**src/design/ethTxPkg.sv**
```systemverilog
package ethTxPkg;

	// ----------------------------------------
	// frame format
	// ----------------------------------------

	// number of local byte sources
	localparam int numPorts = 2;

	localparam logic [7:0] preambleByte = 8'h55;
	localparam logic [7:0] sfdByte = 8'hD5;

	// preamble bytes ahead of the SFD
	localparam int preambleLen = 7;
	localparam int fcsLen = 4;

	// inter-frame gap in byte times
	localparam int ifgBytes = 12;

	// framer delay line, payload head plus SFD plus preamble
	localparam int lineDepth = preambleLen + 2;

	// wide enough for the longest framer count (the gap)
	localparam int cntWidth = $clog2(ifgBytes);

	// ----------------------------------------
	// crc-32, reflected form
	// ----------------------------------------

	localparam logic [31:0] crcPoly = 32'hEDB88320;
	localparam logic [31:0] crcResidue = 32'hFFFFFFFF;

	// one byte of a source stream with its framing flags
	typedef struct packed {
		logic val;
		logic sof;
		logic eof;
		logic [7:0] data;
	} byteStream_t;

	typedef enum logic [1:0] {
		schedIdle,
		schedGranted,
		schedForwarding
	} schedState_e;

	typedef enum logic [2:0] {
		framerIdle,
		framerPreamble,
		framerPayload,
		framerFcs,
		framerGap
	} framerState_e;

endpackage
```
**src/design/ethTxOut.sv**
```systemverilog
`timescale 1ns/10ps

module ethTxOut
(
	input logic Clk,
	input logic reset,
	input logic LinkUp,
	input ethTxPkg::byteStream_t [ethTxPkg::numPorts-1:0] srcIn,
	input logic [ethTxPkg::numPorts-1:0] ReqIn,
	output logic [ethTxPkg::numPorts-1:0] ReqConfirm,
	output logic TxEn,
	output logic [3:0] TxData
);

	import ethTxPkg::*;

	byteStream_t schedOut;
	byteStream_t crcOut;
	logic [31:0] fcsValue;
	logic fcsReady;
	logic lineBusy;

	// ----------------------------------------
	// scheduler, crc, framer
	// ----------------------------------------

	frameScheduler frameScheduler_inst
	(
		.Clk        (Clk),
		.reset      (reset),
		.LinkUp     (LinkUp),
		.srcIn      (srcIn),
		.ReqIn      (ReqIn),
		.lineBusy   (lineBusy),
		.ReqConfirm (ReqConfirm),
		.schedOut   (schedOut)
	);

	ethCrc32 ethCrc32_inst
	(
		.Clk       (Clk),
		.reset     (reset),
		.streamIn  (schedOut),
		.streamOut (crcOut),
		.fcsValue  (fcsValue),
		.fcsReady  (fcsReady)
	);

	txFramer txFramer_inst
	(
		.Clk      (Clk),
		.reset    (reset),
		.frameIn  (crcOut),
		.fcsValue (fcsValue),
		.fcsReady (fcsReady),
		.lineBusy (lineBusy),
		.TxEn     (TxEn),
		.TxData   (TxData)
	);

endmodule

```
**src/design/txFramer.sv**
```systemverilog
`timescale 1ns/10ps

module txFramer
(
	input logic Clk,
	input logic reset,
	input ethTxPkg::byteStream_t frameIn,
	input logic [31:0] fcsValue,
	input logic fcsReady,
	output logic lineBusy,
	output logic TxEn,
	output logic [3:0] TxData
);

	import ethTxPkg::*;

	framerState_e state;

	// index 0 takes new bytes, the head is at lineDepth-1
	logic [lineDepth-1:0][7:0] dataLine;
	logic [lineDepth-1:0] eofLine;
	logic [31:0] fcsHold;
	logic [cntWidth-1:0] byteCnt;
	logic phase;
	logic sofIn;
	logic sending;
	logic [7:0] headByte;

	assign sofIn = frameIn.val && frameIn.sof;

	// busy already in the sof cycle so no grant slips in
	assign lineBusy = (state != framerIdle) || sofIn;

	assign sending = (state == framerPreamble) || (state == framerPayload) ||
		(state == framerFcs);

	// fcs bytes go out lsb first from the shifting hold register
	assign headByte = (state == framerFcs) ? fcsHold[7:0] : dataLine[lineDepth-1];

	// ----------------------------------------
	// delay line and fcs hold
	// ----------------------------------------

	always_ff @(posedge Clk)
	begin
		if ((state == framerIdle) && sofIn)
		begin
			dataLine[0] <= frameIn.data;
			dataLine[1] <= sfdByte;
			for (int i = 2; i < lineDepth; i++)
				dataLine[i] <= preambleByte;
		end
		else if (phase)
			dataLine <= {dataLine[lineDepth-2:0], frameIn.data};

		if (fcsReady)
			fcsHold <= fcsValue;
		else if ((state == framerFcs) && phase)
			fcsHold <= fcsHold >> 8;
	end

	// ----------------------------------------
	// framing FSM and nibble output
	// ----------------------------------------

	always_ff @(posedge Clk)
	begin
		if (reset)
		begin
			state <= framerIdle;
			phase <= 1'b0;
			byteCnt <= '0;
			eofLine <= '0;
			TxEn <= 1'b0;
			TxData <= '0;
		end
		else
		begin
			// phase 0 sends the low nibble, phase 1 the high one and shifts
			phase <= ~phase;
			TxEn <= sending;
			if (sending)
				TxData <= phase ? headByte[7:4] : headByte[3:0];
			else
				TxData <= '0;

			if ((state == framerIdle) && sofIn)
				eofLine <= {{(lineDepth-1){1'b0}}, frameIn.eof};
			else if (phase)
				eofLine <= {eofLine[lineDepth-2:0], frameIn.val && frameIn.eof};

			case (state)
				framerIdle:
				begin
					if (sofIn)
					begin
						// line is loaded, first low nibble next cycle
						phase <= 1'b0;
						byteCnt <= '0;
						state <= framerPreamble;
					end
				end

				framerPreamble:
				begin
					// seven preamble bytes and the SFD
					if (phase && (byteCnt == cntWidth'(preambleLen)))
					begin
						byteCnt <= '0;
						state <= framerPayload;
					end
					else if (phase)
						byteCnt <= byteCnt + 1'b1;
				end

				framerPayload:
				begin
					if (phase && eofLine[lineDepth-1])
					begin
						byteCnt <= '0;
						state <= framerFcs;
					end
				end

				framerFcs:
				begin
					if (phase && (byteCnt == cntWidth'(fcsLen - 1)))
					begin
						byteCnt <= '0;
						state <= framerGap;
					end
					else if (phase)
						byteCnt <= byteCnt + 1'b1;
				end

				framerGap:
				begin
					if (phase && (byteCnt == cntWidth'(ifgBytes - 1)))
					begin
						byteCnt <= '0;
						state <= framerIdle;
					end
					else if (phase)
						byteCnt <= byteCnt + 1'b1;
				end

				default:
					state <= framerIdle;
			endcase
		end
	end

endmodule

```
**src/design/ethCrc32.sv**
```systemverilog
`timescale 1ns/10ps

module ethCrc32
(
	input logic Clk,
	input logic reset,
	input ethTxPkg::byteStream_t streamIn,
	output ethTxPkg::byteStream_t streamOut,
	output logic [31:0] fcsValue,
	output logic fcsReady
);

	import ethTxPkg::*;

	logic [31:0] crcReg;

	// fold one byte into the running crc, lsb first
	function automatic logic [31:0] crcByte(input logic [31:0] crcIn, input logic [7:0] dataIn);
		logic [31:0] c;
		c = crcIn ^ {24'h0, dataIn};
		for (int i = 0; i < 8; i++)
		begin
			if (c[0])
				c = (c >> 1) ^ crcPoly;
			else
				c = c >> 1;
		end
		return c;
	endfunction

	// ----------------------------------------
	// running crc and stream delay
	// ----------------------------------------

	always_ff @(posedge Clk)
	begin
		if (reset)
		begin
			crcReg <= crcResidue;
			streamOut <= '0;
			fcsReady <= 1'b0;
		end
		else
		begin
			streamOut <= streamIn;

			// sof restarts from the seed value
			if (streamIn.val && streamIn.sof)
				crcReg <= crcByte(crcResidue, streamIn.data);
			else if (streamIn.val)
				crcReg <= crcByte(crcReg, streamIn.data);

			// crcReg is final while the eof byte sits on streamOut
			fcsReady <= streamOut.val && streamOut.eof;
		end
	end

	// held until the next frame ends, so a new frame may start early
	always_ff @(posedge Clk)
	begin
		if (streamOut.val && streamOut.eof)
			fcsValue <= crcReg ^ crcResidue;
	end

endmodule

```
**src/design/frameScheduler.sv**
```systemverilog
`timescale 1ns/10ps

module frameScheduler
(
	input logic Clk,
	input logic reset,
	input logic LinkUp,
	input ethTxPkg::byteStream_t [ethTxPkg::numPorts-1:0] srcIn,
	input logic [ethTxPkg::numPorts-1:0] ReqIn,
	input logic lineBusy,
	output logic [ethTxPkg::numPorts-1:0] ReqConfirm,
	output ethTxPkg::byteStream_t schedOut
);

	import ethTxPkg::*;

	schedState_e state;

	logic linkUpReg;
	logic lastWinner;
	logic grantPort;
	logic pickPort;
	logic schedFree;
	byteStream_t selected;

	// ----------------------------------------
	// arbitration
	// ----------------------------------------

	// new grants only between frames and with the link up
	// a one-byte frame still in schedOut has not reached the framer yet
	assign schedFree = (state == schedIdle) && linkUpReg && !lineBusy && !schedOut.val;

	// port not granted last time has priority on a tie
	always_comb
	begin
		if (ReqIn[~lastWinner])
			pickPort = ~lastWinner;
		else
			pickPort = lastWinner;
	end

	assign selected = srcIn[grantPort];

	// ----------------------------------------
	// state machine and forwarding register
	// ----------------------------------------

	always_ff @(posedge Clk)
	begin
		if (reset)
		begin
			state <= schedIdle;
			linkUpReg <= 1'b0;
			// port 1 counts as last winner so port 0 goes first
			lastWinner <= 1'b1;
			grantPort <= 1'b0;
			ReqConfirm <= '0;
			schedOut <= '0;
		end
		else
		begin
			linkUpReg <= LinkUp;
			ReqConfirm <= '0;

			// granted port passes through one register
			if (state != schedIdle)
				schedOut <= selected;
			else
				schedOut <= '0;

			case (state)
				schedIdle:
				begin
					if (schedFree && (|ReqIn))
					begin
						ReqConfirm[pickPort] <= 1'b1;
						grantPort <= pickPort;
						lastWinner <= pickPort;
						state <= schedGranted;
					end
				end

				schedGranted:
				begin
					// waiting for the first byte of the frame
					if (selected.val && selected.eof)
						state <= schedIdle;
					else if (selected.val)
						state <= schedForwarding;
				end

				schedForwarding:
				begin
					if (selected.val && selected.eof)
						state <= schedIdle;
				end

				default:
					state <= schedIdle;
			endcase
		end
	end

endmodule

```
**config.mk**
```make
export PLATFORM = sky130hd
export DESIGN_NAME = ethTxOut
export DESIGN_NICKNAME = d
export VERILOG_FILES = /design/src/design/ethTxPkg.sv /design/src/design/ethTxOut.sv /design/src/design/txFramer.sv /design/src/design/ethCrc32.sv /design/src/design/frameScheduler.sv
export SDC_FILE = /design/constraint.sdc
export NUM_CORES = 1
export LEC_CHECK = 0
export ABC_AREA = 1
export BUFFER_PORTS_ARGS = -buffer_cell sky130_fd_sc_hd__buf_2
export CAP_MARGIN = 20
export CORE_ASPECT_RATIO = 1.4
export CORE_MARGIN = 2
export CORE_UTILIZATION = 35
export DETAILED_ROUTE_END_ITERATION = 8
export HOLD_SLACK_MARGIN = 0.05
export PLACE_DENSITY_LB_ADDON = 0.3
export SLEW_MARGIN = 40
export SYNTH_ARGS = -nofsm -noshare
export SYNTH_HDL_FRONTEND = slang
export SYNTH_SLANG_ARGS = --single-unit
```
**constraint.sdc**
```tcl
create_clock -name Clk -period 3.1 [get_ports Clk]
set_input_delay 0.155 -clock Clk [delete_from_list [all_inputs] [get_ports Clk]]
set_output_delay 0.155 -clock Clk [all_outputs]
set_load 0.005 [all_outputs]
```
== Yosys cells after proc, flatten, opt, wreduce, memory -nomap -nowiden ==
Index checks and enable logic that the tools add are counted.

* Register bits: 220
* Output and inout bits: 7

* Add/sub/neg operators: 1
* $lt $le $gt $ge: 4
* Equal/unequal tests: 17
* Muxes and demuxes: 88
* Bitwise logic cells: 25
* Reduce and logical (&&, ||, !) cells: 37

{| class="wikitable"
|+ Operator list
! operator !! number
|-
| 2-to-1 mux 32 bit || 55
|-
| NOT 13 -> 14 bit || 16
|-
| NOT 32 bit || 1
|-
| NOT 8 -> 32 bit || 1
|-
| bitwise XOR 32 x 8 -> 32 bit || 1
|-
| 2-to-1 mux 4 bit || 7
|-
| 2-to-1 mux 8 bit || 3
|-
| 2-to-1 mux 11 bit || 2
|-
| one-hot mux 4 bit (5 select lines) || 1
|-
| logical AND 1 bit || 15
|-
| 2-to-1 mux 3 bit || 5
|-
| one-hot mux 3 bit (5 select lines) || 1
|-
| 2-to-1 mux 1 bit || 8
|-
| 2-to-1 mux 2 bit || 4
|-
| != test 2 bit (second input constant) || 4
|-
| nonzero test 2 bit || 4
|-
| OR reduction 2 bit || 4
|-
| == test 3 x 2 -> 1 bit (second input constant) || 2
|-
| less-than comparator 1 x 2 -> 1 bit (second input constant) || 3
|-
| != test 2 x 1 -> 1 bit (second input constant) || 3
|-
| NOT 1 bit || 6
|-
| one-hot mux 2 bit (3 select lines) || 1
|-
| AND reduction 3 bit || 2
|-
| AND reduction 5 bit || 1
|-
| 19 further kinds || 22
|}

== Longest topological paths before layout ==
Gate-level depths: netlist of the first run.

* Depth in word-level cells: 40
* Depth in mapped cells: 14

== Hierarchy ==
Synthesis of the first run repeated with hierarchy kept, for this count alone.

* Cells, all modules: 1,259
* Area total of the unflattened synthesis: 10,119.7 um2

{| class="wikitable"
|+ By module, submodules not included
! module !! times used !! cells an instance !! area each (um2)
|-
| txFramer || 1 || 634 || 5,062.4
|-
| ethCrc32 || 1 || 503 || 4,211.5
|-
| frameScheduler || 1 || 122 || 845.8
|}

== Least setup slack after synthesis of the first run ==
No wires, ideal clock.

* Kind: register to register
* Start point: reg txFramer_inst.phase
* End point: reg txFramer_inst.fcsHold[0] (enable)
* Setup time: 0.389 ns
* Arrival: 1.795 ns
* Required time: 2.711 ns
* Path slack: 0.915 ns
* Cell stages (with the launch flop): 6
* Path buffers: 3
* Period minus slack after synthesis: 2.185 ns
* Cells stage by stage: dfxtp_1 > buf_2 > buf_1 > clkbuf_1 > nand2_1 > nand2_1

* Cells in the longest elaborated chain, start to end: 2

{| class="wikitable"
|+ Ends and longest elaborated chain
! element !! line !! text
|-
| from (decl) || txFramer.sv:24 || <nowiki>logic phase;</nowiki>
|-
| from (signal assigned) || txFramer.sv:80 || <nowiki>phase <= ~phase;</nowiki>
|-
| logical AND 1 bit || txFramer.sv:58 || <nowiki>else if ((state == framerFcs) && phase)</nowiki>
|-
| nonzero test 2 bit (no source line) || -- ||
|-
| to (signal assigned) || txFramer.sv:57 || <nowiki>fcsHold <= fcsValue;</nowiki>
|-
| to (signal assigned) || txFramer.sv:59 || <nowiki>fcsHold <= fcsHold >> 8;</nowiki>
|-
| to (decl) || txFramer.sv:22 || <nowiki>logic [31:0] fcsHold;</nowiki>
|}

Every way passes these cells.
A chain may end at the register's enable or synchronous reset.

== Worst setup path after layout of the first run ==
* Start point: reg frameScheduler_inst.schedOut[10] (netlist name)
* End point: reg ethCrc32_inst.crcReg[6]

* Cells in the longest elaborated chain, start to end: 2
* Elaborated cells on any way between the ends: 3
* Those cells by class: mux: 1; reduce/logical: 2

{| class="wikitable"
|+ Ends and longest elaborated chain
! element !! line !! text
|-
| logical AND 1 bit || ethCrc32.sv:48 || <nowiki>if (streamIn.val && streamIn.sof)</nowiki>
|-
| 2-to-1 mux 32 bit or nonzero test 2 bit (tied branches) || -- ||
|-
| to (signal assigned) || ethCrc32.sv:39 || <nowiki>crcReg <= crcResidue;</nowiki>
|-
| to (signal assigned) || ethCrc32.sv:49 || <nowiki>crcReg <= crcByte(crcResidue, streamIn.data);</nowiki>
|-
| to (signal assigned) || ethCrc32.sv:51 || <nowiki>crcReg <= crcByte(crcReg, streamIn.data);</nowiki>
|-
| to (decl) || ethCrc32.sv:15 || <nowiki>logic [31:0] crcReg;</nowiki>
|}

Several ways; a longest one is shown, not always the timed one.

==> results of run 1 <==
-- worst paths after layout --
| kind | end | cells past startpoint | start | slack, ns |
|---|---|---|---|---|
| worst max-delay path | ethCrc32_inst.crcReg[6]$_SDFFE_PP1P_ | 7 | frameScheduler_inst.schedOut[10]$_SDFF_PP0_ | 0.67 |
| worst min-delay path | frameScheduler_inst.schedOut[10]$_SDFF_PP0_ | 5 | srcIn[21] | 0.08 |
| worst max register to register | ethCrc32_inst.crcReg[6]$_SDFFE_PP1P_ | 7 | frameScheduler_inst.schedOut[10]$_SDFF_PP0_ | 0.67 |
| worst min register to register | txFramer_inst.dataLine[5]$_DFFE_PP_ | 0 | ethCrc32_inst.streamOut[5]$_SDFF_PP0_ | 0.40 |
-- metal layers --
| metal | global-route usage [%] | up-vias | routed length [um] |
|---|---|---|---|
| li1 | - | 4155 | - |
| met1 | 19.37 | 3697 | 9795 |
| met2 | 29.33 | 223 | 11840 |
| met3 | 2.438 | 95 | 1066 |
| met4 | 13.31 | 0 | 2123 |
| met5 | 0 | - | 0 |
-- sequential cells by signal, indices dropped and copies added (netlist names) --
| register | flops |
|---|---|
| frameScheduler_inst.lastWinner | 1 |
| frameScheduler_inst.grantPort | 1 |
| frameScheduler_inst.schedOut | 11 |
| txFramer_inst.phase | 1 |
| ethCrc32_inst.crcReg | 32 |
| frameScheduler_inst.ReqConfirm | 2 |
| txFramer_inst.dataLine | 72 |
| txFramer_inst.byteCnt | 4 |
| txFramer_inst.eofLine | 9 |
| txFramer_inst.fcsHold | 32 |
| txFramer_inst.state | 3 |
| txFramer_inst.TxData | 4 |
| ethCrc32_inst.streamOut | 11 |
| frameScheduler_inst.linkUpReg | 1 |
| frameScheduler_inst.state | 2 |
| ethCrc32_inst.fcsReady | 1 |
| txFramer_inst.TxEn | 1 |
| ethCrc32_inst.fcsValue | 32 |
-- power groups by stage --
stage / sequential (mW) / clock (mW) / combinational (mW)
final: 3.34 / 2.92 / 1.01
after global routing: 3.37 / 3.13 / 1.17
after CTS: 3.34 / 2.99 / 1.01
after detailed placement: 3.40 / 0 / 0.964
after global placement: 3.39 / 0 / 0.952
after floorplan: 3.35 / 0 / 0.759
-- area by class of cell --
class	instances	share of cell area [%]
Clock buffer	25	5.165
Tap cell	375	4.086
Inverter	154	5.132
Clock inverter	16	1.809
Timing Repair Buffer	73	4.663
Multi-Input combinational cell	864	34.51
Sequential cell	220	44.64
-- worst register-to-register path, delay by kind of cell (launching register included) --
family,cells,cell delay (ns)
AO/OA/AOI/OAI,2,0.49
AND/OR/NAND/NOR,2,0.32
buffers and inverters,3,0.90
flip-flops,1,0.67
-- cell usage in the layout, fill, tap and decap left out, types with 2 or more instances in the layout --
master	count
edfxtp_1	72
nand4_1	4
inv_2	7
o211ai_1	5
mux2_2	9
dfxtp_1	147
xor2_2	2
o221ai_1	3
nor3_1	6
nand2_1	493
nand3_1	85
o21ai_0	68
nor2_1	68
inv_6	3
nand2_2	14
clkinvlp_4	2
clkbuf_16	23
mux2i_1	4
inv_1	141
o21ai_1	2
inv_4	2
a221oi_1	2
bufinv_16	4
clkinv_1	5
dlygate4sd3_1	28
buf_4	12
clkinv_2	4
a21oi_1	48
xor2_1	25
a211oi_1	6
xnor2_1	9
buf_2	33
-- kinds of logic (layout without fill, tap and decap cells) --
family,after synthesis,in the layout,share of synthesized area [%]
AO/OA/AOI/OAI,138,138,7.552
XOR/XNOR,37,37,3.487
adder cells (fa/ha/maj),1,1,0.1258
buffers and inverters,207,268,8.584
flip-flops,220,220,51.55
multiplexers,13,13,1.422
AND/OR/NAND/NOR,675,675,27.28
-- metrics by stage --
stage                     utilization (%)  total power, mW  area (um2)  hold WS (ns)
after floorplan                         -            4.107        9941        0.2433
after detailed placement            36.97            4.363       10400        0.3840
after global placement              36.97            4.345       10400        0.3806
after CTS                           40.82            7.333       11480       0.05155
final                               40.82            7.260       11480       0.07980
after global routing                40.82            7.663       11480        0.1294
==> flow_metrics.py, run 1 <==
metrics = {
    "detailed_routing": {
        "ant_nets": 0,
        "drt-total-wl_mm": 24.83,
        "wl_per_cell_um": 14.38,
        "drc": 0,
        "dr.first_iter.drc_count": 512,
        "vias": 8170,
        "viasPerCell": 4.731,
        "dr.pass1.iters": 5,
    },
    "synthesis": {
        "ys_top_cells_by_area": "dfxtp_1, edfxtp_1, nand2_1",
        "synth_seq_cells": 220,
        "ys_seq_area_share_pct": 51.55,
        "yosysUniqueCellTypes": 41,
        "syn_inst": 1291,
        "synth_area_per_cell_um2": 7.700,
        "async_flop_share_pct": 0,
        "synthFlopType": "dfxtp_1",
        "yosysTopAreaCellShare_pct": 29.80,
        "yosysMostFrequentCell": "nand2_1",
        "synth_warnings": 0,
        "synth_edf_count": 72,
        "synth_top_area_cell": "dfxtp_1",
        "syn_area_um2": 9941,
        "synth_common_cells": "nand2_1, dfxtp_1, inv_1",
        "syn_nets": 1319,
    },
    "floorplan": {
        "die_w_um": 146.4,
        "rows": 73,
        "dieHeight_um": 203.4,
        "core_region_area_um2": 28130,
        "die_area_um2": 29790,
        "initial_core_util_pct": 35.34,
        "ioPinCount": 34,
    },
    "layout": {
        "diodes": 0,
        "multi_input_area_um2": 3963,
        "register_area_um2": 5126,
        "final_nets": 1364,
        "syn_to_final_growth_pct": 15.52,
        "stdcell_count": 1727,
        "drive_above_1_share_pct": 9.098,
        "nFillCells": 2953,
    },
    "cts": {
        "cts.sinks": 220,
        "cts_made_buffers": 23,
        "clock_path_buffers": 3,
        "cts-resized-gates": 0,
        "cts_tree": "yes",
        "clock_tree.root_cell": "clkbuf_16",
        "clk_latency_ns": 0.54,
        "post-cts-setup-buffer-count": 0,
        "hold_buffers": 28,
        "clk_pin_slew_ns": 0.06,
        "ctsHtreeMaxLevel": 1,
    },
    "worst_setup_path": {
        "cp_top_family": "buffers and inverters",
        "crit_arrival_ns": 2.89,
        "path_max_fanout": 35,
        "worstPathCellList": "inv_2 > nor2_1 > buf_4 > inv_2 > o21ai_0 > o21ai_0 > nand2_1",
        "cp.buffers_inverters": 3,
        "slowest_delay_ns": 0.67,
        "cp.required_ns": 3.56,
        "endpoint_kind": "flip-flop",
        "start_kind": "flip-flop",
        "path_class": "reg -> reg",
        "cp_slowest_cell": "dfxtp_1",
    },
    "worst_hold_path": {
        "hold_path_class": "in -> reg",
    },
    "global_route": {
        "grt_start_max_net_pins": 65,
        "track_usage_pct": 17.19,
        "grt_pass1_wl_mm": 40.79,
        "antenna_found_initial": 0,
        "grt_overflow_total": 0,
        "grt_pass1_vias": 7934,
    },
    "power_and_ir_drop": {
        "power_frac_clock_pct": 40.2,
        "p_comb_share_pct": 13.9,
        "peakVddDrop_mv": 0.3298,
        "power_density_nw_per_um2": 632.2,
        "internal-power_mw": 5.309,
        "leakage_nw": 5.490,
        "p_sw_mw": 1.952,
        "p_sw_share_pct": 26.88,
        "seqPwrFrac_pct": 45.9,
    },
    "sta": {
        "setup_ws_ns": 0.6684,
        "rsz0062_at_grt": "false",
        "finalCritPeriodShare_pct": 78.44,
        "report.final.slew_viol_count": 0,
        "maxSlewHeadroom_pct": 53.83,
        "tns_ns": 0,
        "fin_skew_ns": 0.02968,
        "tightest_slew_ns": 0.6925,
        "finalCriticalPeriod_ns": 2.432,
        "timing.fmax_ghz": 0.4113,
        "finalSetupViolCount": 0,
        "finalHoldViolCount": 0,
    },
    "job": {
        "max_cap_violations": 0,
    },
    "place": {
        "dp_cells": 1658,
        "numPortBuffers": 33,
        "dp_hpwl_mm": 17.46,
        "dp_slack_ns": 0.7051,
        "place.gp.congestion": 0.9312,
    },
    "run_status": {
        "status": "finished, final reports clean",
    },
}
Power figures use the tool's default switching activity.
==> inputs of run 2 (changes only) <==
==> constraint.sdc (replaced) <==
create_clock -name Clk -period 2.25 [get_ports Clk]
set_input_delay 0.1125 -clock Clk [delete_from_list [all_inputs] [get_ports Clk]]
set_output_delay 0.1125 -clock Clk [all_outputs]
set_load 0.005 [all_outputs]
==> run 2 against run 1 <==
First-iteration DRC count up 4.1%. Global-route usage down 0.41 points. Clock skew down 0.017 ns. Combinational power up 41%. Critical path depth unchanged. Worst hold slack better by 0.012 ns. Final area up 0.40%. Non-clock buffer count up 14. Die area unchanged. Critical path type unchanged. Largest power group unchanged. Highest routed layer unchanged.
==> flow_metrics.py, run 2 (synthesis results as in run 1) <==
metrics = {
    "detailed_routing": {
        "vias": 8203,
        "dr.pass1.iters": 5,
        "dr.first_iter.drc_count": 533,
        "wl_per_cell_um": 14.26,
        "viasPerCell": 4.709,
        "ant_nets": 0,
        "drt-total-wl_mm": 24.84,
        "drc": 0,
    },
    "power_and_ir_drop": {
        "seqPwrFrac_pct": 47.2,
        "p_comb_share_pct": 14.6,
        "peakVddDrop_mv": 0.5221,
        "power_density_nw_per_um2": 842.4,
        "p_sw_mw": 2.645,
        "p_sw_share_pct": 27.23,
        "internal-power_mw": 7.069,
        "leakage_nw": 5.527,
        "power_frac_clock_pct": 38.2,
    },
    "worst_setup_path": {
        "slowest_delay_ns": 0.60,
        "ff2ff_path_depth": 7,
        "cp.depth": 7,
        "endpoint_kind": "flip-flop",
        "cp.buffers_inverters": 1,
        "cp.required_ns": 2.66,
        "crit_arrival_ns": 2.40,
        "cp_top_family": "simple AND/OR/NAND/NOR gates",
        "path_class": "reg -> reg",
        "cp_slowest_cell": "dlygate4sd3_1",
        "worstPathCellList": "nor2_1 > nand3_1 > nor3_1 > o21ai_0 > dlygate4sd3_1 > nand2_1 > a21oi_1",
        "path_max_fanout": 5,
        "start_kind": "flip-flop",
        "r2r_slack_ns": 0.25,
    },
    "floorplan": {
        "rows": 73,
        "core_region_area_um2": 28130,
        "die_area_um2": 29790,
        "die_w_um": 146.4,
        "dieHeight_um": 203.4,
        "ioPinCount": 34,
        "initial_core_util_pct": 35.34,
    },
    "sta": {
        "finalHoldViolCount": 0,
        "timing.hold.ws_ns": 0.09148,
        "finalCritPeriodShare_pct": 88.68,
        "finalSetupViolCount": 0,
        "tns_ns": 0,
        "finalCriticalPeriod_ns": 1.995,
        "rsz0062_at_grt": "false",
        "report.final.slew_viol_count": 0,
        "fin_skew_ns": 0.01264,
        "maxSlewHeadroom_pct": 57.02,
        "tightest_slew_ns": 0.6424,
        "timing.fmax_ghz": 0.5012,
    },
    "place": {
        "dp_cells": 1672,
        "numPortBuffers": 33,
        "dp_hpwl_mm": 17.71,
        "dpl-instance-area_um2": 10520,
        "place.gp.congestion": 0.9475,
    },
    "global_route": {
        "track_usage_pct": 16.78,
        "grt_start_max_net_pins": 75,
        "antenna_found_initial": 0,
        "grt_pass1_vias": 7660,
        "grt_overflow_total": 0,
        "grt_pass1_wl_mm": 40.03,
    },
    "layout": {
        "final_core_util_pct": 40.98,
        "diodes": 0,
        "largest-register": "txFramer_inst.dataLine",
        "largest_reg_flops": 72,
        "final_nets": 1378,
        "final_common_cell": "nand2_1",
        "layout_common_cells": "nand2_1, dfxtp_1, inv_1",
        "design_area_um2": 11530,
        "stdcell_count": 1742,
        "nFillCells": 2934,
        "syn_to_final_growth_pct": 15.98,
        "drive_above_1_share_pct": 9.802,
    },
    "cts": {
        "cts.sinks": 220,
        "clock_tree.root_cell": "clkbuf_16",
        "clock_path_buffers": 3,
        "cts_tree": "yes",
        "ctsHtreeMaxLevel": 1,
        "cts-resized-gates": 0,
        "hold_buffers": 28,
        "cts_made_buffers": 23,
        "clk_pin_slew_ns": 0.06,
        "clk_latency_ns": 0.52,
        "post-cts-setup-buffer-count": 0,
    },
    "worst_hold_path": {
        "hold_path_class": "in -> reg",
        "min_path_cells": 6,
    },
    "run_status": {
        "status": "finished, final reports clean",
    },
    "job": {
        "max_cap_violations": 0,
    },
}
-- run 2: cell count changes in the layout (fill, tap and decap cells not counted), moves of 2 or more --
cell,previous run,this run
clkbuf_1,1,4
buf_4,12,25
inv_6,3,1
clkinv_2,4,6
bufinv_16,4,2
-- run 2: layout make-up --
type                            count  area [um2]  share of cell area (%)
Tap cell                          375       469.2                   4.069
Clock inverter                     15       140.1                   1.215
Multi-Input combinational cell    864        3963                   34.37
Timing Repair Buffer               87       653.1                   5.665
Sequential cell                   220        5126                   44.46
Clock buffer                       27       590.6                   5.122
Inverter                          154       588.1                   5.100
-- run 2: through the flow --
step,setup slack [ns],power (mW)
final,0.2546,9.713
after global routing,0.06869,10.20
after CTS,0.2705,9.824
after detailed placement,0.2936,6.029
after global placement,0.2955,6.000
after floorplan,0.06525,5.659
-- run 2: tightest hold or removal path, cell delays in order --
cell,delay [ns]
buf_2,0.07
inv_1,0.03
nand2_1,0.04
o21ai_0,0.15
nand3_1,0.10
a21oi_1,0.06
-- run 2: final timing paths --
kind                                               from                                         end
hold / removal                                srcIn[21]   frameScheduler_inst.state[0]$_SDFFE_PP0P_
hold reg to reg   ethCrc32_inst.streamOut[1]$_SDFF_PP0_         txFramer_inst.dataLine[1]$_DFFE_PP_
setup / recovery    txFramer_inst.state[0]$_SDFFE_PP0P_  frameScheduler_inst.grantPort$_SDFFE_PP0P_
setup reg to reg    txFramer_inst.state[0]$_SDFFE_PP0P_  frameScheduler_inst.grantPort$_SDFFE_PP0P_
-- run 2: power by group through the flow --
stage	sequential [mW]	clock, mW	combinational, mW
floorplan	4.61	0	1.05
global placement	4.66	0	1.34
detailed placement	4.67	0	1.36
CTS	4.58	3.82	1.42
global route	4.62	3.95	1.62
finish	4.58	3.71	1.42
-- run 2: per-layer routing --
metal | global-route usage [%] | share of wire, % | up-vias | wire length, um
li1 | - | - | 4186 | -
met1 | 19.28 | 40 | 3720 | 9925
met2 | 29.67 | 50 | 210 | 12360
met3 | 2.260 | 4.0 | 87 | 982
met4 | 10.16 | 6.3 | 0 | 1567
met5 | 0 | 0 | - | 0
==> inputs of run 3 (changes only) <==
==> constraint.sdc (replaced) <==
create_clock -name Clk -period 2.25 [get_ports Clk]
set_input_delay 0.225 -clock Clk [delete_from_list [all_inputs] [get_ports Clk]]
set_output_delay 0.225 -clock Clk [all_outputs]
set_load 0.005 [all_outputs]
==> run 3 against run 2 <==
Clock-buffer cell count grew 4. Utilization up 0.14 points. Sequential power hardly changed. Flip-flop and latch count is the same. Clock skew is 0.0057 ns higher. Final area increased by 0.34%. Power up 3.5%.
==> flow_metrics.py, run 3 (synthesis results as in run 1) <==
metrics = {
    "global_route": {
        "grt_overflow_total": 0,
        "track_usage_pct": 17.21,
        "antenna_found_initial": 0,
        "grt_pass1_vias": 7995,
        "grt_start_max_net_pins": 75,
        "grt_pass1_wl_mm": 41.12,
    },
    "cts": {
        "clk_latency_ns": 0.52,
        "cts.sinks": 220,
        "cts_made_buffers": 24,
        "post-cts-setup-buffer-count": 0,
        "clock_tree.root_cell": "clkbuf_16",
        "ctsHtreeMaxLevel": 1,
        "clk_pin_slew_ns": 0.06,
        "clock_path_buffers": 3,
        "cts-resized-gates": 0,
        "cts_tree": "yes",
    },
    "detailed_routing": {
        "vias": 8217,
        "dr.first_iter.drc_count": 603,
        "ant_nets": 0,
        "viasPerCell": 4.728,
        "dr.pass1.iters": 6,
        "drc": 0,
        "drt-total-wl_mm": 25.18,
        "wl_per_cell_um": 14.49,
    },
    "layout": {
        "drive_above_1_share_pct": 10.27,
        "stdcell_count": 1738,
        "design_area_um2": 11570,
        "syn_to_final_growth_pct": 16.38,
        "diodes": 0,
        "layout_common_cells": "nand2_1, dfxtp_1, inv_1",
        "largest_reg_flops": 72,
        "final_common_cell": "nand2_1",
        "final_core_util_pct": 41.12,
        "largest-register": "txFramer_inst.dataLine",
        "nFillCells": 2891,
        "final_nets": 1373,
    },
    "sta": {
        "rsz0062_at_grt": "false",
        "finalCriticalPeriod_ns": 2.037,
        "timing.fmax_ghz": 0.4910,
        "tightest_slew_ns": 0.6190,
        "finalCritPeriodShare_pct": 90.52,
        "setup_ws_ns": 0.2133,
        "finalHoldViolCount": 0,
        "maxSlewHeadroom_pct": 58.58,
        "report.final.slew_viol_count": 0,
        "fin_skew_ns": 0.01837,
        "tns_ns": 0,
        "finalSetupViolCount": 0,
    },
    "power_and_ir_drop": {
        "p_comb_share_pct": 14.0,
        "p_sw_share_pct": 26.92,
        "internal-power_mw": 7.345,
        "leakage_nw": 5.559,
        "seqPwrFrac_pct": 45.7,
        "peakVddDrop_mv": 0.4387,
        "power_frac_clock_pct": 40.4,
        "power_density_nw_per_um2": 868.8,
        "p_sw_mw": 2.706,
    },
    "place": {
        "dp_hpwl_mm": 17.95,
        "dpl-instance-area_um2": 10520,
        "dp_cells": 1672,
        "place.gp.congestion": 0.9569,
        "numPortBuffers": 33,
        "dp_slack_ns": 0.2529,
    },
    "floorplan": {
        "die_w_um": 146.4,
        "rows": 73,
        "initial_core_util_pct": 35.34,
        "ioPinCount": 34,
        "core_region_area_um2": 28130,
        "die_area_um2": 29790,
        "dieHeight_um": 203.4,
    },
    "worst_setup_path": {
        "reg2reg_from": "frameScheduler_inst.schedOut[2]$_SDFF_PP0_",
        "path_class": "reg -> reg",
        "endpoint_kind": "flip-flop",
        "crit_arrival_ns": 2.44,
        "cp-startpoint": "frameScheduler_inst.schedOut[2]$_SDFF_PP0_",
        "cp.required_ns": 2.65,
        "path_max_fanout": 14,
        "start_kind": "flip-flop",
    },
    "worst_hold_path": {
        "worstHoldStart": "srcIn[10]",
        "hold_path_class": "in -> reg",
    },
    "job": {
        "max_cap_violations": 0,
    },
    "run_status": {
        "status": "finished, final reports clean",
    },
}
## run 3: cell count changes in the layout (fill, tap and decap cells not counted), sizes merged
cell | previous run | this run
clkinv | 12 | 11
inv | 153 | 154
clkbuf | 27 | 31
dlygate4sd3 | 28 | 22
clkinvlp | 2 | 0
## run 3: worst paths after layout
kind / to / slack [ns] / depth (start not counted)
setup reg to reg: ethCrc32_inst.crcReg[22]$_SDFFE_PP1P_ / 0.21 / 11
setup / recovery: ethCrc32_inst.crcReg[22]$_SDFFE_PP1P_ / 0.21 / 11
hold / removal: frameScheduler_inst.schedOut[10]$_SDFF_PP0_ / 0.09 / 3
hold reg to reg: txFramer_inst.dataLine[0]$_DFFE_PP_ / 0.40 / 0
## run 3: critical path, cell delays in order (launching register included)
cell	delay (ns)
dfxtp_1	0.60
nand2_1	0.17
nand2_2	0.34
nand2_1	0.15
nand2_1	0.11
nand2_1	0.12
nand2_1	0.11
nand2_1	0.06
nand3_1	0.07
nand2_1	0.06
nand2_1	0.06
nand2_1	0.05
## run 3: final cells by class
cell class / instances / area, um2 / share of cell area, %
clock buffer: 31 / 688.2 / 5.949
clock inverter: 13 / 141.4 / 1.222
inverter: 154 / 588.1 / 5.083
multi-input combinational: 864 / 3963 / 34.25
sequential: 220 / 5126 / 44.31
tap: 375 / 469.2 / 4.056
timing repair buffer: 81 / 593.1 / 5.127
## run 3: routing by layer
| metal | share of wire (%) | global-route usage [%] |
|---|---|---|
| met5 | 0 | 0 |
| met4 | 7.4 | 11.58 |
| met3 | 3.9 | 2.349 |
| met2 | 49 | 30.39 |
| met1 | 40 | 19.29 |
## run 3: power by group through the flow
stage | clock network, mW | logic (mW) | registers, mW
floorplan | 0 | 1.05 | 4.61
global placement | 0 | 1.33 | 4.66
detailed placement | 0 | 1.36 | 4.67
CTS | 4.17 | 1.40 | 4.59
global route | 4.32 | 1.63 | 4.63
finish | 4.06 | 1.41 | 4.59
## run 3: per-stage QoR
| step | power, mW | hold WS, ns |
|---|---|---|
| final | 10.05 | 0.08650 |
| after detailed placement | 6.029 | 0.3887 |
| after CTS | 10.16 | 0.06240 |
| after global routing | 10.57 | 0.1201 |
| after global placement | 5.999 | 0.3882 |
| after floorplan | 5.659 | 0.3133 |
## run 3: what timing repair did
item / in CTS / in global routing
endpoints found under the hold margin: 15 / 0
hold buffers: 22 / 0
setup endpoints to repair: 0 / 0
